==> src/design/video_pkg.sv <==
////////////////////////////////////////
// video timing types
// counts, positions and bar layout.
////////////////////////////////////////
`default_nettype none

package video_pkg;

    // bits in every count and position.
    localparam int COUNT_WIDTH = 16;

    // pixels, lines, blank lengths and positions.
    typedef logic [COUNT_WIDTH-1:0] count_t;

    ////////////////////////////////////////
    // bar layout
    ////////////////////////////////////////
    localparam int BAR_COUNT     = 8;                  // bars across one line.
    localparam int BAR_IDX_WIDTH = $clog2(BAR_COUNT);  // bits of the bar number.

    // bar number within a line, wraps after BAR_COUNT.
    typedef logic [BAR_IDX_WIDTH-1:0] bar_idx_t;

endpackage

`default_nettype wire

==> src/design/pattern_pkg.sv <==
////////////////////////////////////////
// pattern types
// output modes of the pattern mixer.
////////////////////////////////////////
`default_nettype none

package pattern_pkg;

    localparam int MODE_WIDTH = 2;

    // what the mixer puts on do_o for one frame.
    typedef enum logic [MODE_WIDTH-1:0] {
        MODE_RAMP  = 2'd0,  // ramp only.
        MODE_BARS  = 2'd1,  // bars only.
        MODE_BLEND = 2'd2,  // mean of ramp and bars, rounded down.
        MODE_BLACK = 2'd3   // all zeros.
    } mode_t;

    // mode in force from reset until the first vertical blank ends.
    localparam mode_t MODE_RESET = MODE_RAMP;

endpackage

`default_nettype wire

==> src/design/video_timing_gen.sv <==
////////////////////////////////////////
// video timing generator
// frame FSM, sync strobes and pixel/line position.
////////////////////////////////////////
`default_nettype none

module video_timing_gen (
    input  wire                       clk,
    input  wire                       reset_i,
    input  wire  video_pkg::count_t   pix_count_i,
    input  wire  video_pkg::count_t   line_count_i,
    input  wire  video_pkg::count_t   hs_count_i,
    input  wire  video_pkg::count_t   vs_count_i,
    output logic                      de_o,
    output logic                      hs_o,
    output logic                      vs_o,
    output video_pkg::count_t         x_o,
    output video_pkg::count_t         y_o
);

    typedef enum logic [1:0] {
        HBLANK,
        ACTIVE,
        VBLANK
    } state_t;

    state_t state_q;

    video_pkg::count_t h_cnt_q;     // cycle within the current segment.
    video_pkg::count_t v_cnt_q;     // active line number.

    // shadow copies so one frame never mixes two settings.
    video_pkg::count_t pix_q;
    video_pkg::count_t line_q;
    video_pkg::count_t hs_len_q;
    video_pkg::count_t vs_len_q;

    // last index of each segment.
    video_pkg::count_t pix_last;
    video_pkg::count_t line_last;
    video_pkg::count_t hs_last;
    video_pkg::count_t vs_last;

    logic frame_end;                // last cycle of the vertical blank.

    assign pix_last  = video_pkg::count_t'(pix_q - 1'b1);
    assign line_last = video_pkg::count_t'(line_q - 1'b1);
    assign hs_last   = video_pkg::count_t'(hs_len_q - 1'b1);
    assign vs_last   = video_pkg::count_t'(vs_len_q - 1'b1);

    assign frame_end = (state_q == VBLANK) && (h_cnt_q == vs_last);

    ////////////////////////////////////////
    // count shadows
    ////////////////////////////////////////
    always_ff @(posedge clk) begin
        if (reset_i || frame_end) begin
            pix_q    <= pix_count_i;
            line_q   <= line_count_i;
            hs_len_q <= hs_count_i;
            vs_len_q <= vs_count_i;
        end
    end

    ////////////////////////////////////////
    // frame FSM
    ////////////////////////////////////////
    always_ff @(posedge clk) begin
        if (reset_i) begin
            state_q <= HBLANK;              // frame opens with a line blank.
            h_cnt_q <= '0;
            v_cnt_q <= '0;
            de_o    <= 1'b0;
            hs_o    <= 1'b1;                // strobes track the state.
            vs_o    <= 1'b0;
        end else begin
            case (state_q)
                HBLANK: begin
                    if (h_cnt_q == hs_last) begin
                        h_cnt_q <= '0;
                        hs_o    <= 1'b0;
                        de_o    <= 1'b1;
                        state_q <= ACTIVE;
                    end else begin
                        h_cnt_q <= h_cnt_q + 1'b1;
                    end
                end

                ACTIVE: begin
                    if (h_cnt_q == pix_last) begin
                        h_cnt_q <= '0;
                        de_o    <= 1'b0;
                        if (v_cnt_q == line_last) begin
                            v_cnt_q <= '0;
                            vs_o    <= 1'b1;    // last line done.
                            state_q <= VBLANK;
                        end else begin
                            v_cnt_q <= v_cnt_q + 1'b1;
                            hs_o    <= 1'b1;
                            state_q <= HBLANK;
                        end
                    end else begin
                        h_cnt_q <= h_cnt_q + 1'b1;
                    end
                end

                VBLANK: begin
                    if (frame_end) begin
                        h_cnt_q <= '0;
                        vs_o    <= 1'b0;
                        hs_o    <= 1'b1;        // next frame starts.
                        state_q <= HBLANK;
                    end else begin
                        h_cnt_q <= h_cnt_q + 1'b1;
                    end
                end

                default: begin
                    h_cnt_q <= '0;
                    v_cnt_q <= '0;
                    de_o    <= 1'b0;
                    hs_o    <= 1'b1;
                    vs_o    <= 1'b0;
                    state_q <= HBLANK;
                end
            endcase
        end
    end

    // x is only meaningful while de_o is high.
    assign x_o = h_cnt_q;
    assign y_o = v_cnt_q;

endmodule

`default_nettype wire

==> src/design/ramp_pattern.sv <==
////////////////////////////////////////
// ramp pattern
// odd pixels carry their index, even ones mid-gray.
////////////////////////////////////////
`default_nettype none

module ramp_pattern #(
    parameter int PIXEL_WIDTH = 8
) (
    input  wire                      clk,
    input  wire                      reset_i,
    input  wire                      de_i,
    input  wire  video_pkg::count_t  x_i,
    output logic [PIXEL_WIDTH-1:0]   ramp_o
);

    localparam logic [PIXEL_WIDTH-1:0] MID_GRAY = 1'b1 << (PIXEL_WIDTH - 1);

    logic [PIXEL_WIDTH-1:0] ramp_d;

    // pixel for the current position.
    always_comb begin
        if (!de_i) begin
            ramp_d = '0;                     // blanking stays black.
        end else if (x_i[0]) begin
            ramp_d = x_i[PIXEL_WIDTH-1:0];   // low bits of the index.
        end else begin
            ramp_d = MID_GRAY;
        end
    end

    always_ff @(posedge clk) begin
        if (reset_i) begin
            ramp_o <= '0;
        end else begin
            ramp_o <= ramp_d;
        end
    end

endmodule

`default_nettype wire

==> src/design/bar_pattern.sv <==
////////////////////////////////////////
// bar pattern
// eight grey bars of run-time width.
////////////////////////////////////////
`default_nettype none

module bar_pattern #(
    parameter int PIXEL_WIDTH = 8
) (
    input  wire                      clk,
    input  wire                      reset_i,
    input  wire                      de_i,
    input  wire  video_pkg::count_t  x_i,
    input  wire  video_pkg::count_t  bar_width_i,
    output logic [PIXEL_WIDTH-1:0]   bar_o
);

    localparam int SHIFT = PIXEL_WIDTH - video_pkg::BAR_IDX_WIDTH;
    localparam video_pkg::bar_idx_t LAST_BAR =
        video_pkg::bar_idx_t'(video_pkg::BAR_COUNT - 1);

    // state held for the following pixel.
    video_pkg::count_t   cnt_q;      // pixels done in the current bar.
    video_pkg::bar_idx_t idx_q;
    video_pkg::count_t   width_q;    // bar width for this line.

    // state seen by the current pixel.
    video_pkg::count_t   cur_cnt;
    video_pkg::bar_idx_t cur_idx;
    video_pkg::count_t   cur_width;
    logic                line_start;
    logic                bar_end;

    assign line_start = de_i && (x_i == '0);

    // first pixel of a line restarts the count and picks up the width.
    assign cur_cnt   = line_start ? '0 : cnt_q;
    assign cur_idx   = line_start ? '0 : idx_q;
    assign cur_width = line_start ? bar_width_i : width_q;

    assign bar_end = (cur_cnt == video_pkg::count_t'(cur_width - 1'b1));

    ////////////////////////////////////////
    // bar counters
    ////////////////////////////////////////
    always_ff @(posedge clk) begin
        if (reset_i) begin
            cnt_q   <= '0;
            idx_q   <= '0;
        end else if (de_i) begin
            if (bar_end) begin
                cnt_q <= '0;
                idx_q <= (cur_idx == LAST_BAR) ? '0 : cur_idx + 1'b1;  // wrap.
            end else begin
                cnt_q <= cur_cnt + 1'b1;
                idx_q <= cur_idx;
            end
        end
    end

    always_ff @(posedge clk) begin
        if (line_start) begin
            width_q <= bar_width_i;      // held for the rest of the line.
        end
    end

    always_ff @(posedge clk) begin
        if (reset_i) begin
            bar_o <= '0;
        end else if (de_i) begin
            bar_o <= {cur_idx, {SHIFT{1'b0}}};  // index scaled to full range.
        end else begin
            bar_o <= '0;
        end
    end

endmodule

`default_nettype wire

==> src/design/pattern_mixer.sv <==
////////////////////////////////////////
// pattern mixer
// per-frame pattern select and sync alignment.
////////////////////////////////////////
`default_nettype none

module pattern_mixer #(
    parameter int PIXEL_WIDTH = 8
) (
    input  wire                        clk,
    input  wire                        reset_i,
    input  wire                        de_i,
    input  wire                        hs_i,
    input  wire                        vs_i,
    input  wire  pattern_pkg::mode_t   mode_i,
    input  wire  [PIXEL_WIDTH-1:0]     ramp_i,
    input  wire  [PIXEL_WIDTH-1:0]     bar_i,
    output logic [PIXEL_WIDTH-1:0]     do_o,
    output logic                       de_o,
    output logic                       hs_o,
    output logic                       vs_o
);

    // first delay stage, level with the pattern pixels.
    logic de_d1_q;
    logic hs_d1_q;
    logic vs_d1_q;

    pattern_pkg::mode_t mode_q;     // mode of the frame on the outputs.

    logic                   vs_fall;
    logic [PIXEL_WIDTH:0]   blend_sum;
    logic [PIXEL_WIDTH-1:0] pix_sel;

    // output vs drops on the next edge.
    assign vs_fall = vs_o && !vs_d1_q;

    assign blend_sum = {1'b0, ramp_i} + {1'b0, bar_i};

    always_comb begin
        case (mode_q)
            pattern_pkg::MODE_RAMP:  pix_sel = ramp_i;
            pattern_pkg::MODE_BARS:  pix_sel = bar_i;
            pattern_pkg::MODE_BLEND: pix_sel = blend_sum[PIXEL_WIDTH:1];  // mean.
            default:                 pix_sel = '0;
        endcase
    end

    ////////////////////////////////////////
    // sync delay line
    ////////////////////////////////////////
    always_ff @(posedge clk) begin
        if (reset_i) begin
            de_d1_q <= 1'b0;
            hs_d1_q <= 1'b0;
            vs_d1_q <= 1'b0;
            de_o    <= 1'b0;
            hs_o    <= 1'b0;
            vs_o    <= 1'b0;
        end else begin
            de_d1_q <= de_i;
            hs_d1_q <= hs_i;
            vs_d1_q <= vs_i;
            de_o    <= de_d1_q;
            hs_o    <= hs_d1_q;
            vs_o    <= vs_d1_q;
        end
    end

    // one mode per frame, taken as the vertical blank closes.
    always_ff @(posedge clk) begin
        if (reset_i) begin
            mode_q <= pattern_pkg::MODE_RESET;
        end else if (vs_fall) begin
            mode_q <= mode_i;
        end
    end

    always_ff @(posedge clk) begin
        if (reset_i) begin
            do_o <= '0;
        end else begin
            do_o <= de_d1_q ? pix_sel : '0;   // black outside active video.
        end
    end

endmodule

`default_nettype wire

==> src/design/video_pattern_top.sv <==
////////////////////////////////////////
// video test-pattern source
// timing, ramp and bar patterns, mixer.
////////////////////////////////////////
`default_nettype none

module video_pattern_top #(
    parameter int PIXEL_WIDTH = 8
) (
    input  wire                        clk,
    input  wire                        reset_i,
    input  wire  video_pkg::count_t    pix_count_i,
    input  wire  video_pkg::count_t    line_count_i,
    input  wire  video_pkg::count_t    hs_count_i,
    input  wire  video_pkg::count_t    vs_count_i,
    input  wire  video_pkg::count_t    bar_width_i,
    input  wire  pattern_pkg::mode_t   mode_i,
    output logic [PIXEL_WIDTH-1:0]     do_o,
    output logic                       de_o,
    output logic                       hs_o,
    output logic                       vs_o
);

    logic                   de;
    logic                   hs;
    logic                   vs;
    video_pkg::count_t      x;
    logic [PIXEL_WIDTH-1:0] ramp_pix;
    logic [PIXEL_WIDTH-1:0] bar_pix;

    video_timing_gen video_timing_gen_i (
        .clk          (clk),
        .reset_i      (reset_i),
        .pix_count_i  (pix_count_i),
        .line_count_i (line_count_i),
        .hs_count_i   (hs_count_i),
        .vs_count_i   (vs_count_i),
        .de_o         (de),
        .hs_o         (hs),
        .vs_o         (vs),
        .x_o          (x),
        .y_o          ()
    );

    ramp_pattern #(
        .PIXEL_WIDTH (PIXEL_WIDTH)
    ) ramp_pattern_i (
        .clk     (clk),
        .reset_i (reset_i),
        .de_i    (de),
        .x_i     (x),
        .ramp_o  (ramp_pix)
    );

    bar_pattern #(
        .PIXEL_WIDTH (PIXEL_WIDTH)
    ) bar_pattern_i (
        .clk         (clk),
        .reset_i     (reset_i),
        .de_i        (de),
        .x_i         (x),
        .bar_width_i (bar_width_i),
        .bar_o       (bar_pix)
    );

    pattern_mixer #(
        .PIXEL_WIDTH (PIXEL_WIDTH)
    ) pattern_mixer_i (
        .clk     (clk),
        .reset_i (reset_i),
        .de_i    (de),
        .hs_i    (hs),
        .vs_i    (vs),
        .mode_i  (mode_i),
        .ramp_i  (ramp_pix),
        .bar_i   (bar_pix),
        .do_o    (do_o),
        .de_o    (de_o),
        .hs_o    (hs_o),
        .vs_o    (vs_o)
    );

endmodule

`default_nettype wire

==> config.mk <==
export PLATFORM = sky130hd
export DESIGN_NAME = video_pattern_top
export DESIGN_NICKNAME = d
export VERILOG_FILES = /design/src/design/video_pkg.sv /design/src/design/pattern_pkg.sv /design/src/design/video_timing_gen.sv /design/src/design/ramp_pattern.sv /design/src/design/bar_pattern.sv /design/src/design/pattern_mixer.sv /design/src/design/video_pattern_top.sv
export SDC_FILE = /design/constraint.sdc
export NUM_CORES = 1
export LEC_CHECK = 0
export BUFFER_PORTS_ARGS = -buffer_cell sky130_fd_sc_hd__buf_2
export CORE_ASPECT_RATIO = 2
export CORE_MARGIN = 1.5
export CORE_UTILIZATION = 50
export CTS_CLUSTER_SIZE = 14
export DETAILED_ROUTE_END_ITERATION = 10
export PLACE_DENSITY = 0.69
export SETUP_SLACK_MARGIN = 0.4
export SLEW_MARGIN = 20
export SYNTH_ARGS = -nofsm -noshare
export SYNTH_HDL_FRONTEND = slang
export SYNTH_HIERARCHICAL = 1
export SYNTH_SLANG_ARGS = --single-unit
export TNS_END_PERCENT = 50
==> constraint.sdc <==
create_clock -name clk -period 5.2 [get_ports clk]
set_input_delay 0.52 -clock clk [delete_from_list [all_inputs] [get_ports clk]]
set_output_delay 0.52 -clock clk [all_outputs]
set_load 0.01 [all_outputs]
==> summary.txt, run 1 <==
Global routing
  • First-pass GRT wire length: 45600 microns
  • Antenna violations before repair: 0
  • All-Layer GR Usage: 27.6%
  • Vias in the first global route: roughly 8.9k
  • Remaining Overflow, GRT: 0
  • Largest net degree at the start of global routing: just over 50

Setup path
  • Crit Path Max Fanout: 14
  • Crit-path max cell delay: a little over 600 ps
  • Startpoint class of the critical path: flip-flop
  • Worst EP required: 5550 ps
  • Crit path DAT: about 4800 ps
  • CP endpoint kind: flip-flop
  • Slowest CP cell: or4b_4
  • Critical-path cell list: or3_4 > or2_1 > mux2i_1 > ha_1 > or4b_1 > o31ai_1 > nand4_1 > nor4b_2 > a21oi_1 > nor4_1 > or4b_4 > buf_4 > a221o_1
  • Setup CP Type: reg2reg

Die
  • # IOs: 95
  • Initial Util: 51.2%
  • DIE AREA: 21300 sq um
  • CORE AREA: around 20000 sq um
  • Die X: around 100 microns
  • Die H: roughly 200 microns
  • Row cnt: between 70 and 80

Logic synthesis
  • Post-Synth Simple-Gate Area: around 28%
  • Asr flop ratio synth: 0%
  • Cells after Synth: roughly 1.1k
  • Post-Synth XOR/XNOR Area: ~10%
  • Post-Synth Adder-Cell Area: ~2.2%
  • FF+latch count, synth: between 150 and 200
  • Area of the mapped netlist: 10200 sq um
  • Avg Synthesized Cell Area: roughly 8.9 sq um
  • Register area share after synthesis: 38.3%
  • Largest family of logic cells by synthesized area: simple AND/OR/NAND/NOR gates
  • Area fraction in compound gates after synthesis: a little over an eighth
  • Most used DFF post-synth: dfxtp_1
  • YS warnings: 6
  • Synth cell types: 98
  • Post-synthesis mux area share: 2.66%
  • Number of synthesized flops with an enable pin: 64

Detailed routing
  • DR iter-0 viols: between 500 and 600
  • Post-DR vias/cell: roughly 6
  • Drt drc: 0
  • ANT nets after route: 0
  • Wire per inst: 19.4 microns
  • Pre-Repair DR Iteration Count: 5
  • Via count: 9093
  • Routed WL: ~29000 microns

Final layout
  • Layout Utilization: a little under three fifths
  • # diodes: 0
  • Post-route cell area: approximately 11000 sq um
  • Non-Filler Instances: approximately 1.5k
  • Most frequent cells in the layout: nand2_1 (109), dfxtp_1 (99), buf_2 (94)
  • NumNets Final: roughly 1.3k
  • Area Growth Syn to Fin: 11.5%
  • Layout cells sized above 1: 16.3%
  • Leading cell type in the layout, fill and taps excluded: nand2_1

Clock tree
  • H-tree Lvls: 4
  • CTS Buffer Depth: 2
  • Clock edge transition at the registers on the reported setup and hold paths: roughly 70 ps
  • Root Driver: clkbuf_16
  • Clk_lat worst skew: between 400 and 500 ps
  • CTS tree: done
  • CTS Hold Bufs: 0
  • Num CTS Buffers: 17
  • Sink Count: 163

Placement
  • Routability-driven placement congestion ratio: 0.945
  • Placed Cells incl. Taps: about 1.4k
  • PortBufs: 94
  • Post-DP HPWL: around 22000 microns
  • DP Area: about 11000 sq um

STA
  • Max-slew violations: 0
  • Fmax: roughly 230 MHz
  • Endpoints failing setup: 0
  • Fin Setup TNS: 0 ps
  • Clock Skew: about 11 ps
  • Slew Limit Headroom: between 30 and 40%
  • Final Hold Violating Endpoints: 0
  • Fin crit share: a little under nine tenths
  • Unrepaired setup endpoints after global routing: no
  • Tightest Pin Transition: between 900 and 1000 ps
  • Final period demand of the worst path: around 4400 ps

Pwr
  • Leak: approximately 4.2 nW
  • Worst IR drop on VDD: between 0.0002 and 0.0003 V
  • PwrDens: roughly 270 nW/um^2

Min path
  • Min-Delay Path Class: in2reg

Job
  • Max Cap Violations: 0

Status
  • Status: finished clean
kinds of logic (layout without fill, tap and decap cells):
kind of cell / Yosys count / count (layout)
xor+xnor: 117 / 117
flops: 163 / 163
buf+inv: 106 / 178
other cells: 1 / 5
compound gates: 195 / 195
fa+ha+maj: 17 / 17
simple gates: 517 / 517
mux: 26 / 26
path summary, 6_finish.rpt:
path                                                             from                                   endpoint  slack, ps  cells past startpoint
worst max-delay path            video_timing_gen_i/x_o[11]$_SDFF_PP0_       bar_pattern_i/cnt_q[15]$_SDFFE_PP0P_        770                     13
worst min-delay path                                   hs_count_i[15]  video_timing_gen_i/hs_len_q[15]$_DFFE_PP_        240                      1
worst max register to register  video_timing_gen_i/x_o[11]$_SDFF_PP0_       bar_pattern_i/cnt_q[15]$_SDFFE_PP0P_        770                     13
worst min register to register      bar_pattern_i/width_q[15]$_DFF_P_          bar_pattern_i/width_q[15]$_DFF_P_        450                      2
layout make-up:
cell class                 count  area, sq um
multi-input combinational    877         5810
inverter                      30          113
tap                          262          328
fill                        1884         8530
clock inverter                15          159
clock buffer                  17          425
sequential                   163         3900
timing repair buffer         116          636
worst max-delay path, delay by kind of cell (launching register included):
| family | cells | cell delay, ps |
|---|---|---|
| muxes | 1 | 230 |
| adders and majority gates | 1 | 280 |
| AOI/OAI and AO/OA | 3 | 610 |
| and+or+nand+nor | 7 | 2550 |
| DFF | 1 | 440 |
| buffers and inverters | 1 | 220 |
sequential cells by signal (all words and copies together), names as in the netlist, 8 cells and up:
| register | count |
|---|---|
| bar_pattern_i/cnt_q | 16 |
| bar_pattern_i/width_q | 16 |
| video_timing_gen_i/hs_len_q | 16 |
| video_timing_gen_i/line_q | 16 |
| video_timing_gen_i/pix_q | 16 |
| video_timing_gen_i/vs_len_q | 16 |
| video_timing_gen_i/x_o | 16 |
| video_timing_gen_i/y_o | 16 |
| pattern_mixer_i/do_o | 8 |
| ramp_pattern_i/ramp_o | 8 |
per-layer routing:
metal / track usage [%] / part of all wire [%] / vias to the layer above
met3: 4.52 / 3.6 / 128
met1: 24.8 / 33 / 4321
met5: 0 / 0 / -
li1: - / - / 4345
met2: 52.9 / 55 / 299
met4: 23.4 / 7.8 / 0
synth_stat cells (all sizes together), types with 7 or more instances:
master | count | share of area, %
nor4b | 16 | 1.5
a21oi | 46 | 2.3
o211ai | 9 | 0.66
a22oi | 8 | 0.59
nor3 | 44 | 2.3
o31ai | 21 | 1.5
nor3b | 10 | 0.74
xnor2 | 64 | 5.5
nand3 | 43 | 2.1
xor2 | 51 | 4.4
nand2b | 7 | 0.43
inv | 28 | 1.0
and2 | 10 | 0.65
ha | 16 | 2.0
and3 | 27 | 1.7
o21ai | 36 | 1.8
nand2 | 110 | 4.1
nor2b | 14 | 0.93
nand4 | 19 | 1.2
nor2 | 91 | 3.3
dfxtp | 99 | 19
mux2i | 17 | 1.7
edfxtp | 64 | 19
a31oi | 15 | 1.1
or3 | 8 | 0.49
or4 | 33 | 2.5
mux2 | 9 | 0.99
clkbuf | 45 | 1.8
a211oi | 10 | 0.74
nor4 | 46 | 3.1
buf | 28 | 1.9
power by group:
group	switching [mW]	internal (mW)	total [mW]
Clock	0.572	0.696	1.27
Combinational	0.173	0.137	0.310
Sequential	0.0904	1.39	1.48
per-stage QoR:
| stage | total power [mW] | worst slack, ps | hold slack (ps) |
|---|---|---|---|
| after floorplan | 1.69 | 642 | 414 |
| after global placement | 1.80 | 575 | 437 |
| after detailed placement | 1.81 | 456 | 445 |
| after CTS | 3.08 | 431 | 215 |
| after global routing | 3.17 | 448 | 226 |
| final | 3.06 | 770 | 236 |
timing repair:
action | in CTS | in global routing
resized for setup | 0 | 3
buffers inserted | 0 | 1
endpoints found under the setup margin | 0 | 19
Power figures use the tool's default switching activity.
==> inputs of run 2 (changes only) <==
- ABC_AREA: default -> 1
==> run 2 against run 1 <==
  * Cell area is 6.4% higher
  * Synthesized cell count is 38% higher
  * Worst hold slack better by 2.3 ps
  * Clock power hardly changed
  * Combinational power grew to 3.1 times the previous value
  * Worst setup slack better by 660 ps
  * Maximum frequency is 18% higher
  * Critical path depth is 3 higher
  * Clock skew is 0.94 ps lower
  * Highest routed layer unchanged
==> summary.txt, run 2 <==
Status
  • Status: finished clean

Logic synthesis
  • Most frequent cell after synthesis: nand2_1
  • Synth area leaders: dfxtp_1 (18%), edfxtp_1 (18%), nand2_1 (17%)
  • Cells after Synth: 1572 (+38%)
  • FF+latch count, synth: 163 (unchanged)
  • Cell taking the most area after synthesis: dfxtp_1
  • Asr flop ratio synth: 0% (unchanged)
  • Register area share after synthesis: 35.8% (-2.4 points)
  • Avg Synthesized Cell Area: 6.93 sq um (-22%)
  • Commonest cells in the netlist: nand2_1 (479), inv_1 (206), nor2_1 (205)
  • Number of synthesized flops with an enable pin: 64 (unchanged)
  • Synth cell types: 54 (-45%)
  • Area of the mapped netlist: 10900 sq um (+6.7%)
  • Yosys top cell area share: 18.2% (-1.2 points)
  • YS warnings: 6 (unchanged)
  • Most used DFF post-synth: dfxtp_1

Final layout
  • Layout cells sized above 1: 13.9% (-2.3 points)
  • NumNets Final: 1759 (+35%)
  • Leading cell type in the layout, fill and taps excluded: nand2_1
  • Area Growth Syn to Fin: 11.2%
  • Most frequent cells in the layout: nand2_1 (479), inv_1 (206), nor2_1 (205)
  • # diodes: 0 (unchanged)

Placement
  • Post-DP HPWL: 23100 microns (+6.6%)
  • Routability-driven placement congestion ratio: 1.08 (+14%)
  • PortBufs: 94 (unchanged)
  • Pre-CTS setup slack: 1440 ps (+985 ps)

STA
  • Fmax: 265 MHz (+18%)
  • Endpoints failing setup: 0 (unchanged)
  • Final period demand of the worst path: 3770 ps (-660 ps)
  • Clock Skew: 10.3 ps (-0.942 ps)
  • Fin Setup TNS: 0 ps (unchanged)
  • Slew Limit Headroom: 36.0% (-1.3 points)
  • Final Hold Violating Endpoints: 0 (unchanged)
  • Max-slew violations: 0 (unchanged)
  • Setup ws final: 1430 ps (+660 ps)
  • Fin crit share: 72.5% (-13 points)
  • Unrepaired setup endpoints after global routing: no
  • Tightest Pin Transition: 956 ps (+24.3 ps)

Clock tree
  • Post-CTS Setup Bufs: 0 (unchanged)
  • CTS Hold Bufs: 0 (unchanged)
  • CTS tree: done
  • Clk_lat worst skew: 450 ps (about the same)
  • H-tree Lvls: 4 (unchanged)
  • Root Driver: clkbuf_16
  • Num CTS Buffers: 17 (unchanged)
  • CTS Buffer Depth: 2 (unchanged)
  • Sink Count: 163 (unchanged)
  • Clock edge transition at the registers on the reported setup and hold paths: 70 ps (about the same)
  • # resized after CTS: 0 (unchanged)

Pwr
  • Worst IR drop on VDD: 0.000366 V (+36%)
  • Leak: 5.53 nW (+32%)
  • PwrDens: 311 nW/um^2 (+16%)

Setup path
  • Top delay family on crit path: simple AND/OR/NAND/NOR gates
  • Crit Path Max Fanout: 36 (+22)
  • Most frequent CP cell: nor2_1
  • CP endpoint kind: flip-flop
  • Reg2Reg Depth: 16 (+3)
  • Setup CP Type: reg2reg
  • Crit-path max cell delay: 500 ps (-110 ps)
  • Worst EP required: 5540 ps (about the same)
  • Sum of buffers and inverters on the critical path: 0 (-1)
  • Crit path DAT: 4110 ps (-670 ps)
  • CP Depth: 16 (+3)
  • Startpoint class of the critical path: flip-flop
  • Critical-path cell list: nor2_1 > and2_1 > nand3_4 > o21ai_4 > ha_1 > nand2_2 > nor2_4 > nand3_1 > nand3_1 > nand2_1 > nor2_1 > nand3b_1 > nor2_4 > nor2_1 > nand2_1 > o21ai_1
  • Slowest CP cell: nand3_4

Die
  • Initial Util: 50.7% (-0.57 points)
  • Die X: 107 microns (+3.2%)
  • CORE AREA: 21500 sq um (+7.9%)
  • # IOs: 95 (unchanged)
  • Die H: 212 microns (+3.3%)
  • DIE AREA: 22700 sq um (+6.6%)
  • Row cnt: 76 (+4.1%)

Global routing
  • Remaining Overflow, GRT: 0 (unchanged)
  • First-pass GRT wire length: 46500 microns (+1.8%)
  • Antenna violations before repair: 0 (unchanged)
  • Largest net degree at the start of global routing: 65 (+27%)
  • All-Layer GR Usage: 26.8% (-0.79 points)
  • Vias in the first global route: 9640 (+8.4%)

Detailed routing
  • Via count: 9971 (+9.7%)
  • Routed WL: 28800 microns (+0.55%)
  • Drt drc: 0 (unchanged)
  • Post-DR vias/cell: 5.13 (-17%)
  • Wire per inst: 14.8 microns (-23%)
  • Pre-Repair DR Iteration Count: 6 (+1)
  • DR iter-0 viols: 513 (-7.9%)
  • ANT nets after route: 0 (unchanged)

Min path
  • Hold depth: 1 (unchanged)
  • Min-Delay Path Class: in2reg

Job
  • Max Cap Violations: 0 (unchanged)
run 2: cell types whose count changed after synthesis, sizes merged, moves of 27 or more:
cell / previous run / this run
inv: 28 / 213
nor4: 46 / 7
and3: 27 / 0
clkbuf: 45 / 8
or4: 33 / 0
nor3: 44 / 11
nand2: 110 / 510
nand3: 43 / 120
xnor2: 64 / 34
nor2: 91 / 244
run 2: cell type report:
type                       count  area, sq um
tap                          273          342
multi-input combinational   1165         5950
inverter                     214          808
clock inverter                12          126
sequential                   163         3900
clock buffer                  20          478
fill                        2113         9390
timing repair buffer          97          493
run 2: path summary, 6_finish.rpt:
| path | endpoint | start | slack, ps |
|---|---|---|---|
| min reg2reg | pattern_mixer_i/hs_o$_SDFF_PP0_ | pattern_mixer_i/hs_d1_q$_SDFF_PP0_ | 420 |
| min | video_timing_gen_i/pix_q[11]$_DFFE_PP_ | pix_count_i[11] | 240 |
| max | bar_pattern_i/cnt_q[12]$_SDFFE_PP0P_ | video_timing_gen_i/x_o[5]$_SDFF_PP0_ | 1430 |
| max reg2reg | bar_pattern_i/cnt_q[12]$_SDFFE_PP0P_ | video_timing_gen_i/x_o[5]$_SDFF_PP0_ | 1430 |
run 2: cells by family after synthesis:
group / after synthesis / share of synthesized area, %
compound gates: 92 / 5.06
other cells: 1 / 0.0344
xor+xnor: 81 / 6.51
simple gates: 970 / 40.8
fa+ha+maj: 17 / 2.02
flops: 163 / 35.8
buf+inv: 248 / 9.72
run 2: layer usage:
layer	GRT usage, %	part of all wire, %	vias up
met5	0	0	-
met4	18.7	7.0	0
met3	4.00	3.1	104
met2	51.4	55	254
met1	25.2	35	4474
li1	-	-	5139
run 2: through the flow:
| step | total power [mW] | instance area, sq um | std cells | util, % | hold WS [ps] |
|---|---|---|---|---|---|
| 4_1_cts | 3.79 | 12100 | 1944 | 56.3 | 217 |
| 6_report | 3.77 | 12100 | 1944 | 56.3 | 239 |
| 3_5_place_dp | 2.49 | 11500 | 1912 | 53.5 | 403 |
| 3_3_place_gp | 2.48 | 11500 | 1912 | 53.5 | 406 |
| 2_1_floorplan | 2.26 | 10900 | 1576 | - | 388 |
| 5_1_grt | 3.99 | 12100 | 1944 | 56.3 | 217 |
run 2: worst reg2reg max path: stages, from the launching register on:
cell      delay (ps)
dfxtp_1          430
nor2_1           170
and2_1           470
nand3_4          510
o21ai_4          340
ha_1             260
nand2_2          110
nor2_4           220
nand3_1          120
nand3_1          140
nand2_1           70
nor2_1           150
nand3b_1         170
nor2_4           230
nor2_1           140
nand2_1           90
o21ai_1           60
run 2: power by group:
group,internal [mW],switching (mW)
logic,0.311,0.649
clock network,0.728,0.568
registers,1.44,0.0750
